$ cat src/include/soc_config.svh
`ifndef SOC_CONFIG_SVH
`define SOC_CONFIG_SVH

// RAM size in 32-bit words
`define RAM_WORDS 4096

// Lockout counter width of the button debouncer
// Lockout lasts 2**DEBOUNCE_BITS cycles
`define DEBOUNCE_BITS 4

// Cycles from reset release to the first SD request
`define POWER_ON_CYCLES 8

// Idle cycles between two SD word requests
`define SD_PACE_CYCLES 2

// Push buttons on the board
`define BUTTON_COUNT 7

`endif

$ cat src/verilog/socPkg.sv
`default_nettype none
`include "soc_config.svh"

package socPkg;

    localparam int ramIndexBits = $clog2(`RAM_WORDS);

    typedef logic [ramIndexBits-1:0] ramIndex_t;

    // Bus address seen as a RAM word index
    typedef struct packed {
        logic [2:0]               region;
        logic [28-ramIndexBits:0] unused;
        ramIndex_t                wordIndex;
    } memView_t;

    // Same address seen as a peripheral register select
    typedef struct packed {
        logic [2:0]  region;
        logic [24:0] unused;
        logic [3:0]  regSelect;
    } ioView_t;

    typedef union packed {
        memView_t memView;
        ioView_t  ioView;
    } busAddr_u;

    typedef struct packed {
        logic        read;
        logic        write;
        busAddr_u    addr;
        logic [31:0] writeData;
    } busReq_t;

    typedef struct packed {
        logic [31:0] readData;
        logic        ready;
        logic        written;
    } busRsp_t;

    typedef struct packed {
        logic        read;
        logic [31:0] addr;
    } sdReq_t;

    // Nonzero codes so the LEDs never go dark while booting
    typedef enum logic [2:0] {
        powerOn    = 3'd1,
        readLength = 3'd2,
        waitLength = 3'd3,
        copyWords  = 3'd4,
        running    = 3'd5
    } bootPhase_e;

endpackage

`default_nettype wire

$ cat src/verilog/busDecoder.sv
`timescale 1ns/1ps
`default_nettype none

module busDecoder import socPkg::*; (
    input  logic        CPUClock,
    input  logic        rstN,
    input  busReq_t     cpuReq,
    input  logic        bootDone,
    input  logic        loaderWrite,
    input  ramIndex_t   loaderAddr,
    input  logic [31:0] loaderData,
    output logic        ramRead,
    output logic        ramWrite,
    output ramIndex_t   ramIndex,
    output logic [31:0] ramWriteData,
    input  logic [31:0] ramReadData,
    input  logic        ramReady,
    input  logic        ramWritten,
    input  logic [31:0] buttonWord,
    output logic        ledWrite,
    output logic [7:0]  ledData,
    output busRsp_t     cpuRsp
);

    localparam logic [2:0] regionRam     = 3'd0;
    localparam logic [2:0] regionLed     = 3'd1;
    localparam logic [2:0] regionButtons = 3'd2;

    logic       cpuRead;
    logic       cpuWrite;
    logic       isRam;
    logic [2:0] rspRegion;
    logic       ioReady;
    logic       ioWritten;
    logic       cpuRamWrite;

    // Processor held in reset until boot finishes
    assign cpuRead  = bootDone && cpuReq.read;
    assign cpuWrite = bootDone && cpuReq.write;
    assign isRam    = cpuReq.addr.memView.region == regionRam;

    // Loader owns the RAM during boot
    assign ramRead      = cpuRead && isRam;
    assign ramWrite     = bootDone ? (cpuWrite && isRam) : loaderWrite;
    assign ramIndex     = bootDone ? cpuReq.addr.memView.wordIndex : loaderAddr;
    assign ramWriteData = bootDone ? cpuReq.writeData : loaderData;

    assign ledWrite = cpuWrite && (cpuReq.addr.ioView.region == regionLed);
    assign ledData  = cpuReq.writeData[7:0];

    // IO and unmapped regions answer one cycle after the strobe
    always_ff @(posedge CPUClock) begin
        if (!rstN) begin
            ioReady     <= 1'b0;
            ioWritten   <= 1'b0;
            cpuRamWrite <= 1'b0;
            rspRegion   <= regionRam;
        end else begin
            ioReady     <= cpuRead && !isRam;
            ioWritten   <= cpuWrite && !isRam;
            cpuRamWrite <= cpuWrite && isRam;
            if (cpuRead) begin
                rspRegion <= cpuReq.addr.ioView.region;
            end
        end
    end

    always_comb begin
        cpuRsp.ready   = ramReady || ioReady;
        // Loader writes never reach the processor
        cpuRsp.written = ioWritten || (ramWritten && cpuRamWrite);
        case (rspRegion)
            regionRam:     cpuRsp.readData = ramReadData;
            regionButtons: cpuRsp.readData = buttonWord;
            default:       cpuRsp.readData = 32'd0;
        endcase
    end

endmodule

`default_nettype wire

$ cat config.mk
export PLATFORM = sky130hd
export DESIGN_NAME = busDecoder
export DESIGN_NICKNAME = d
export VERILOG_FILES = /design/src/verilog/socPkg.sv /design/src/verilog/busDecoder.sv
export VERILOG_INCLUDE_DIRS = /design/src /design/src/include
export SDC_FILE = /design/constraint.sdc
export NUM_CORES = 1
export LEC_CHECK = 0
export BUFFER_PORTS_ARGS = -buffer_cell sky130_fd_sc_hd__buf_2
export CORE_AREA = 2 2 104 106
export CTS_CLUSTER_DIAMETER = 100
export DETAILED_ROUTE_END_ITERATION = 6
export DIE_AREA = 0 0 106 108
export HOLD_SLACK_MARGIN = 0.03
export PLACE_DENSITY = 0.51
export SETUP_SLACK_MARGIN = 0.2
export SYNTH_ARGS = -nofsm -noshare
export SYNTH_HDL_FRONTEND = slang
export SYNTH_SLANG_ARGS = --single-unit
$ cat constraint.sdc
create_clock -name CPUClock -period 2.7 [get_ports CPUClock]
set_clock_uncertainty 0.1 [all_clocks]
set_input_delay 0 -clock CPUClock [delete_from_list [all_inputs] [get_ports CPUClock]]
set_output_delay 0 -clock CPUClock [all_outputs]
set_load 0.01 [all_outputs]
==> flow_metrics.env, run 1 <==
export IMPL_die_area_um2=11400
export IMPL_path_class="flop to output pin"
export IMPL_synth_seq_cells=6
export IMPL_total_power_mw=0.717
export IMPL_grt_pass1_vias=1907
export IMPL_dr_max_layer_used="met4"
export IMPL_nFillCells=1072
export IMPL_grt_usage=0.0858
export IMPL_synth_cell_type_count=22
export IMPL_n_antenna_cell=0
export IMPL_drt_wl_total_um=5740
export IMPL_vias=2101
export IMPL_synth_avg_cell_area_um2=10.2
export IMPL_status="completed"
export IMPL_crit_slowest_cell="dfxtp_2"
export IMPL_hold_viol_final=0
export IMPL_path_cells="mux2i_1, nor2_1, buf_2"
export IMPL_synth_top_family_by_area="multiplexers"
export IMPL_peakVddDrop_v=0.000164
export IMPL_die_y_um=108
export IMPL_coreArea_um2=10200
export IMPL_startpoint_type="flop"
export IMPL_initial_core_util=0.160
export IMPL_drive_gt1_frac=0.765
export IMPL_synth_xor_xnor_area_share=0
export IMPL_endpoint_kind="output pin"
export IMPL_grt_max_degree=34
export IMPL_period_needed_ps=1830
export IMPL_maxSlewHeadroom=0.310
export IMPL_worstSkewPairLatency_ps=220
export IMPL_p_int_mw=0.465
export IMPL_cp_slowest_stage_delay_ps=930
export IMPL_power_switching_mw=0.252
export IMPL_worst_path_max_fanout=33
export IMPL_power_density_nw_per_um2=243
export IMPL_drt_first_iter_violations=52
export IMPL_clockBufferDepth=2
export IMPL_final_common_cell="buf_2"
export IMPL_port_buffers=251
export IMPL_wire_per_inst_um=10.7
export IMPL_numCtsBuffers=3
export IMPL_synth_area_mux_share=0.601
export IMPL_cts_sinks=6
export IMPL_drt_first_pass_iters=4
export IMPL_finalSetupViolations=0
export IMPL_row_count=37
export IMPL_worstPathArrival_ps=1730
export IMPL_hp_class="primary input to output pin"
export IMPL_dp_hpwl_um=5030
export IMPL_seq_area_um2=121
export IMPL_grt_overflow=0
export IMPL_grt_pass1_wl_um=8230
export IMPL_final_cell_mix="buf_2 (251), mux2_4 (44), nor2_1 (33)"
export IMPL_place_congestion=0.698
export IMPL_syn_nets=340
export IMPL_antenna_found_initial=0
export IMPL_cts_root_buf="clkbuf_8"
export IMPL_synth_seq_area_share=0.0736
export IMPL_worstPathRequired_ps=2600
export IMPL_drv_cap=0
export IMPL_yosys_area_share_simple=0.137
export IMPL_swShare=0.352
export IMPL_syn_area_um2=1630
export IMPL_drv_slew=0
export IMPL_die_w_um=106
export IMPL_ys_warn_count=0
export IMPL_clkTransAtPathRegs_ps=40
export IMPL_wl_met2_um=2950
export IMPL_rsz0062_at_grt="false"
export IMPL_route_detailed_drc=0
export IMPL_dr_wl_met3_um=644
export IMPL_worst_slew_pin_slew_ps=1030
export IMPL_clock_power_share=0.190
export IMPL_cts_resized=0
export IMPL_fmax_ghz=0.548
export IMPL_boundaryPins=269
export IMPL_cts_tree="done"
export IMPL_antenna_left=0
export IMPL_htree_levels=1
export IMPL_combPwrFrac=0.666
export IMPL_setup_tns_ps=0
export IMPL_synth_compound_area_frac=0.0375
export IMPL_power_leakage_nw=1.70
export IMPL_fin_nets=582
export IMPL_synthCells=160
export IMPL_rrSetupSlack_ps=1230
export IMPL_pwr_share_seq=0.144
export IMPL_multi_input_comb_area_um2=1270
export IMPL_synthAdderAreaFrac=0
export IMPL_via_per_inst=3.92
export IMPL_area_growth_pct=80.4
export IMPL_timing_final_crit_share=0.676
export IMPL_routedLengthMet1_um=2110
[cell type report]
cell class | instances | share of cell area
multi-input combinational | 132 | 0.430
sequential | 6 | 0.0412
tap | 136 | 0.0578
timing repair buffer | 259 | 0.457
clock buffer | 3 | 0.0140
[synthesized netlist by cell type]
library cell  count  area share
nor3b_1           1      0.0046
dfxtp_1           6       0.074
nor2_1           33       0.076
mux2i_1          32        0.20
buf_6             5       0.034
and3_2            3       0.014
mux2_4           44        0.40
nor3_1            2      0.0061
or2_1             1      0.0038
a21o_1            1      0.0046
a31o_2            1      0.0054
nand2b_4          1      0.0084
buf_4            12       0.055
o21a_1            3       0.014
buf_12            5       0.061
a21boi_0          3       0.014
nand3_1           1      0.0031
or2_2             1      0.0038
nor4b_1           1      0.0054
nand2_1           2      0.0046
nor4_1            1      0.0038
nor2b_1           1      0.0038
[registers in the layout (all words and copies together) (netlist names)]
name and cells:
rspRegion 3, cpuRamWrite 1, ioReady 1, ioWritten 1
[per-stage QoR]
stage	utilization	hold slack, ps	instances	setup WS (ps)	area [um^2]
3_3_place_gp	0.277	100	526	1110	2830
6_report	0.288	104	536	874	2950
4_1_cts	0.288	101	536	840	2950
5_1_grt	0.288	117	536	740	2950
2_1_floorplan	-	-49.6	160	1670	1630
3_5_place_dp	0.277	100	526	1090	2830
[repair_timing]
| action | in CTS | in global routing |
|---|---|---|
| endpoints found under the setup margin | 0 | 0 |
| buffers inserted | 0 | 0 |
| hold buffers | 7 | 0 |
| endpoints found under the hold margin | 6 | 0 |
[power groups by stage]
stage | clock (mW) | sequential [mW] | combinational (mW)
2_1_floorplan | 0 | 0.0945 | 0.283
3_3_place_gp | 0 | 0.104 | 0.471
3_5_place_dp | 0 | 0.105 | 0.475
4_1_cts | 0.140 | 0.103 | 0.483
5_1_grt | 0.147 | 0.104 | 0.519
6_report | 0.136 | 0.103 | 0.477
[critical path, delay by kind of cell (launching register included)]
kind / cells / cell delay (ps)
buf+inv: 1 / 180
simple gates: 1 / 60
flops: 1 / 930
mux: 1 / 320
[logic make-up after synthesis]
family                 Yosys count
multiplexers                    76
AND/OR/NAND/NOR                 48
buffers and inverters           22
AO/OA/AOI/OAI                    8
flip-flops                       6
[routing by layer]
layer,track usage,up-vias
met1,0.0917,910
li1,-,1038
met5,0,-
met2,0.172,149
met4,0.0254,0
met3,0.0139,4
[path summary, 6_finish.rpt]
path                                           startpoint                        end  cells past startpoint
worst max-delay path            rspRegion[1]$_SDFFE_PN0P_                 cpuRsp[28]                      3
worst min-delay path                            cpuReq[3]                 ledData[3]                      2
worst max register to register  rspRegion[1]$_SDFFE_PN0P_  rspRegion[1]$_SDFFE_PN0P_                      2
worst min register to register  rspRegion[0]$_SDFFE_PN0P_  rspRegion[0]$_SDFFE_PN0P_                      2
Power figures use the tool's default switching activity.
==> inputs of run 2 (changes only) <==
- clock period: 2.7 -> 1.7 ns (I/O delays scaled with it)
==> run 2 against run 1 <==
- cell count grew 0.19%
- largest power group unchanged
- first-iteration DRC count rose by 27%
- largest cell class unchanged
- count of clock-buffer cells in the layout is the same
- sequential share of layout area about the same
- combinational power grew 62%
==> flow_metrics.env, run 2 (synthesized netlist as in run 1, its figures left out) <==
export IMPL_critPathBufInv=3
export IMPL_htree_levels=1
export IMPL_drt_first_iter_violations=66
export IMPL_drive_gt1_frac=0.773
export IMPL_grt_pass1_vias=1910
export IMPL_clock_power_share=0.188
export IMPL_clkTransAtPathRegs_ps=30
export IMPL_r2r_start="rspRegion[1]$_SDFFE_PN0P_"
export IMPL_worstPathArrival_ps=1470
export IMPL_swShare=0.350
export IMPL_fin_nets=583
export IMPL_initial_core_util=0.160
export IMPL_crit_slowest_cell="dlygate4sd3_1"
export IMPL_endpoint_kind="flop"
export IMPL_grt_max_degree=34
export IMPL_cts_root_buf="clkbuf_8"
export IMPL_via_per_inst=3.89
export IMPL_place_congestion=0.710
export IMPL_min_path_cells=3
export IMPL_port_buffers=251
export IMPL_cp_common_cell="dlygate4sd3_1"
export IMPL_n_antenna_cell=0
export IMPL_path_cells="dlygate4sd3_1, buf_2, nor4_2, dlygate4sd3_1"
export IMPL_route_detailed_drc=0
export IMPL_worst_slew_pin_slew_ps=530
export IMPL_power_switching_mw=0.398
export IMPL_total_power_mw=1.14
export IMPL_holdPathEnd="ioReady$_SDFF_PN0_"
export IMPL_postLayoutCoreUtil=0.289
export IMPL_worstSkewPairLatency_ps=220
export IMPL_status="completed"
export IMPL_grt_overflow=0
export IMPL_numCtsBuffers=3
export IMPL_setup_tns_ps=0
export IMPL_rrSetupSlack_ps=640
export IMPL_wire_per_inst_um=10.8
export IMPL_period_needed_ps=1400
export IMPL_p_int_mw=0.740
export IMPL_final_common_cell="buf_2"
export IMPL_crit_family="buffers and inverters"
export IMPL_cts_tree="done"
export IMPL_final_cell_mix="buf_2 (251), mux2_4 (44), nor2_1 (33)"
export IMPL_post_cts_buffers=0
export IMPL_worstPathRequired_ps=1770
export IMPL_die_w_um=106
export IMPL_vias=2091
export IMPL_hold_start="cpuReq[63]"
export IMPL_coreArea_um2=10200
export IMPL_r2r_end="rspRegion[1]$_SDFFE_PN0P_"
export IMPL_row_count=37
export IMPL_maxSlewHeadroom=0.647
export IMPL_hold_ws_ps=44.2
export IMPL_antenna_found_initial=0
export IMPL_power_density_nw_per_um2=385
export IMPL_timing_final_crit_share=0.826
export IMPL_cp_slowest_stage_delay_ps=570
export IMPL_clockBufferDepth=2
export IMPL_drt_first_pass_iters=3
export IMPL_largest_reg_flops=3
export IMPL_power_leakage_nw=1.70
export IMPL_cts_sinks=6
export IMPL_fmax_ghz=0.712
export IMPL_worst_path_max_fanout=5
export IMPL_startpoint_type="primary input"
export IMPL_startpoint="cpuReq[61]"
export IMPL_die_y_um=108
export IMPL_hp_class="primary input to flop"
export IMPL_rsz0062_at_grt="false"
export IMPL_pwr_share_seq=0.131
export IMPL_drv_slew=0
export IMPL_boundaryPins=269
export IMPL_grt_pass1_wl_um=8210
export IMPL_hold_viol_final=0
export IMPL_grt_usage=0.0852
export IMPL_reg2reg_depth=3
export IMPL_drt_wl_total_um=5810
export IMPL_peakVddDrop_v=0.000290
export IMPL_die_area_um2=11400
export IMPL_area_growth_pct=81.2
export IMPL_drv_cap=0
export IMPL_antenna_left=0
export IMPL_combPwrFrac=0.680
export IMPL_path_class="primary input to flop"
export IMPL_regMostFlops="rspRegion"
export IMPL_dp_hpwl_um=5100
export IMPL_finalSetupViolations=0
[run 2: cell types whose count changed in the layout (fill, tap and decap cells not counted), sizes merged]
cell,before,now
buf,252,254
dlygate4sd3,7,6
[run 2: tightest hold or removal path: stages]
cell    delay [ps]
buf_2          140
nor3_1          90
nor2_1         100
[run 2: power groups by stage]
stage / logic, mW / clock network (mW) / registers [mW]
finish: 0.775 / 0.214 / 0.150
global route: 0.843 / 0.229 / 0.150
CTS: 0.783 / 0.220 / 0.149
detailed placement: 0.770 / 0 / 0.151
global placement: 0.763 / 0 / 0.151
floorplan: 0.449 / 0 / 0.150
[run 2: metal layers]
| layer | vias to the layer above | share of wire | track usage |
|---|---|---|---|
| li1 | 1040 | - | - |
| met1 | 898 | 0.36 | 0.0881 |
| met2 | 148 | 0.53 | 0.176 |
| met3 | 5 | 0.11 | 0.0157 |
| met4 | 0 | 0.0065 | 0.0197 |
| met5 | - | 0 | 0 |
[run 2: metrics by stage]
step / area (um^2) / instances / worst slack [ps]
2_1_floorplan: 1630 / 160 / 666
3_3_place_gp: 2850 / 528 / 235
3_5_place_dp: 2850 / 528 / 181
4_1_cts: 2950 / 537 / 203
5_1_grt: 2960 / 537 / 221
6_report: 2960 / 537 / 296
[run 2: layout make-up]
class	count	area, um^2
clock buffers	3	41.3
fillers	1091	7270
flip-flops and latches	6	121
repair buffers	260	1350
multi-input cells	132	1270
well taps	136	170
[run 2: what timing repair did]
item	in CTS	in global routing
endpoints found under the setup margin	32	33
pin swaps	0	0
hold buffers	6	0
resized for setup	1	2
hold endpoints to repair	6	0
[run 2: how the worst max path moves through the flow]
stage,to,slack [ps],cells past startpoint
2_1_floorplan,cpuRsp[10],670,4
5_1_grt,ramWrite,220,5
4_1_cts,cpuRsp[22],200,3
3_3_place_gp,cpuRsp[25],230,3
3_5_place_dp,cpuRsp[22],180,3
6_report,cpuRamWrite$_SDFF_PN0_,300,4
==> inputs of run 3 (changes only) <==
- ABC_AREA: not set -> 1
- CORE_AREA: 2 2 104 106 -> 2 2 106 108
- DIE_AREA: 0 0 106 108 -> 0 0 108 110
- PLACE_DENSITY: 0.51 -> 0.48
- clock period: 1.7 -> 1.3 ns (I/O delays scaled with it)
==> run 3 against run 2 <==
- the run now ends with negative setup slack left
- total power increased by 43%
- critical path depth up 2
- largest cell class unchanged
- sequential power is 33% higher
- first-iteration DRC count up 58%
- count of clock-buffer cells in the layout stayed put
- flip-flop and latch count did not move
==> flow_metrics.env, run 3 <==
export IMPL_status="complete, but fails checks"
export IMPL_violations="negative setup slack"
export IMPL_final_cell_mix="buf_2 (250), nand2_1 (173), nand3_1 (63)"
export IMPL_cts_root_buf="clkbuf_8"
export IMPL_worstPathRequired_ps=1200
export IMPL_numCtsBuffers=3
export IMPL_worstSkewPairLatency_ps=220
export IMPL_power_leakage_nw=2.01
export IMPL_synth_edf_count=0
export IMPL_cts_sinks=6
export IMPL_via_per_inst=4.02
export IMPL_synth_seq_area_share=0.0819
export IMPL_clkTransAtPathRegs_ps=40
export IMPL_grt_usage=0.110
export IMPL_synthCells=295
export IMPL_fmax_ghz=0.724
export IMPL_reg2reg_depth=3
export IMPL_n_antenna_cell=0
export IMPL_critPathBufInv=3
export IMPL_postSynth_asyncResetShare=0
export IMPL_vias=2739
export IMPL_total_power_mw=1.63
export IMPL_dp_hpwl_um=5990
export IMPL_drt_first_iter_violations=104
export IMPL_final_common_cell="buf_2"
export IMPL_hp_class="primary input to flop"
export IMPL_drt_wl_total_um=7830
export IMPL_syn_area_um2=1470
export IMPL_place_congestion=0.726
export IMPL_yosys_top_cells_count="nand2_1 (174), nand3_1 (63), buf_2 (10), buf_4 (10), buf_6 (10)"
export IMPL_synth_avg_cell_area_um2=4.97
export IMPL_area_growth_pct=111
export IMPL_grt_overflow=0
export IMPL_path_class="flop to output pin"
export IMPL_die_y_um=110
export IMPL_timing_final_crit_share=1.06
export IMPL_synth_top_cell_area_share=0.445
export IMPL_synth_most_common_cell="nand2_1"
export IMPL_instances_no_fill=681
export IMPL_placedCellCount=662
export IMPL_route_detailed_drc=0
export IMPL_worst_slew_pin_slew_ps=190
export IMPL_drv_cap=0
export IMPL_htree_levels=1
export IMPL_synth_main_ff_cell="dfxtp_1"
export IMPL_row_count=38
export IMPL_clockBufferDepth=2
export IMPL_endpoint_kind="output pin"
export IMPL_grt_max_degree=46
export IMPL_ys_warn_count=0
export IMPL_path_depth=6
export IMPL_post_place_ws_ps=120
export IMPL_cp_slowest_stage_delay_ps=340
export IMPL_antenna_found_initial=0
export IMPL_worst_path_max_fanout=8
export IMPL_yosys_top_cells_area="nand2_1 (45%), nand3_1 (22%), dfxtp_1 (8.2%)"
export IMPL_cts_tree="done"
export IMPL_rsz0062_at_grt="true"
export IMPL_synth_area_leader_cell="nand2_1"
export IMPL_initial_core_util=0.137
export IMPL_crit_family="buffers and inverters"
export IMPL_crit_slowest_cell="dfxtp_2"
export IMPL_min_path_cells=4
export IMPL_finalSetupViolations=27
export IMPL_hold_viol_final=0
export IMPL_drive_gt1_frac=0.521
export IMPL_setup_ws_ps=-82.0
export IMPL_regMostFlops="rspRegion"
export IMPL_antenna_left=0
export IMPL_syn_nets=475
export IMPL_largest_reg_flops=3
export IMPL_grt_pass1_wl_um=10500
export IMPL_worstPathArrival_ps=1280
export IMPL_coreArea_um2=10700
export IMPL_wire_per_inst_um=11.5
export IMPL_port_buffers=251
export IMPL_boundaryPins=269
export IMPL_fin_nets=723
export IMPL_path_cells="nor2_8, buf_6, clkbuf_16, nand3_1, nand2_1, buf_2"
export IMPL_drt_first_pass_iters=4
export IMPL_synth_seq_cells=6
export IMPL_power_density_nw_per_um2=526
export IMPL_die_w_um=108
export IMPL_synth_cell_type_count=14
export IMPL_die_area_um2=11900
export IMPL_grt_pass1_vias=2399
export IMPL_maxSlewHeadroom=0.874
export IMPL_nFillCells=1201
export IMPL_startpoint_type="flop"
export IMPL_peakVddDrop_v=0.000226
export IMPL_drv_slew=0
export IMPL_period_needed_ps=1380
## run 3: cell count changes in the layout (fill, tap and decap cells not counted), moves of 28 or more
cell | previous run | this run
nand3_1 | 1 | 63
nand2_1 | 2 | 173
mux2_4 | 44 | 0
mux2i_1 | 32 | 0
nor2_1 | 33 | 5
## run 3: cell families (layout without fill, tap and decap cells)
group                  after synthesis  in the layout  share of synthesized area
DFF                                  6              6                     0.0819
and+or+nand+nor                    250            250                      0.728
buffers and inverters               35            281                      0.175
AOI/OAI and AO/OA                    4              4                     0.0154
## run 3: worst paths after layout
kind	startpoint	end	slack, ps
setup reg to reg	rspRegion[1]$_SDFFE_PN0P_	rspRegion[1]$_SDFFE_PN0P_	410
hold / removal	cpuReq[62]	cpuRamWrite$_SDFF_PN0_	10
setup / recovery	rspRegion[0]$_SDFFE_PN0P_	cpuRsp[31]	-80
hold reg to reg	rspRegion[2]$_SDFFE_PN0P_	rspRegion[2]$_SDFFE_PN0P_	400
## run 3: worst min-delay path, delay by kind of cell
kind                   cells  cell delay, ps
buffers and inverters      1             100
AND/OR/NAND/NOR            3             180
## run 3: power by group
group	switching, mW	leakage (nW)	internal (mW)
clock network	0.0731	0.0216	0.198
registers	0.00748	0.0498	0.193
logic	0.571	1.94	0.586
## run 3: final cells by class
class,count,area [um^2],share of cell area
Sequential cell,6,123,0.0396
Clock buffer,3,41.3,0.0133
Timing Repair Buffer,273,1640,0.531
Inverter,5,18.8,0.00606
Tap cell,140,175,0.0566
Multi-Input combinational cell,254,1090,0.354
## run 3: routing by layer
| layer | vias to the layer above | track usage | routed length, um |
|---|---|---|---|
| li1 | 1421 | - | - |
| met1 | 1160 | 0.113 | 2870 |
| met2 | 156 | 0.225 | 4040 |
| met3 | 2 | 0.0259 | 904 |
| met4 | 0 | 0.0201 | 19 |
| met5 | - | 0 | 0 |
## run 3: timing repair
| action | CTS | global route |
|---|---|---|
| hold endpoints to repair | 6 | 3 |
| gates resized for setup | 9 | 2 |
| endpoints found under the setup margin | 32 | 36 |
| hold buffers | 7 | 3 |
| pin swaps | 1 | 3 |
| setup buffers | 3 | 0 |
| cloned | 4 | 2 |
## run 3: metrics by stage
| step | cell area [um^2] | setup TNS [ps] | hold WS [ps] | util |
|---|---|---|---|---|
| 2_1_floorplan | 1470 | 0 | -8.23 | - |
| 3_3_place_gp | 2770 | 0 | 102 | 0.259 |
| 3_5_place_dp | 2770 | 0 | 101 | 0.259 |
| 4_1_cts | 3040 | -1680 | 52.2 | 0.284 |
| 5_1_grt | 3100 | -3720 | 30.3 | 0.289 |
| 6_report | 3100 | -1570 | 9.79 | 0.289 |
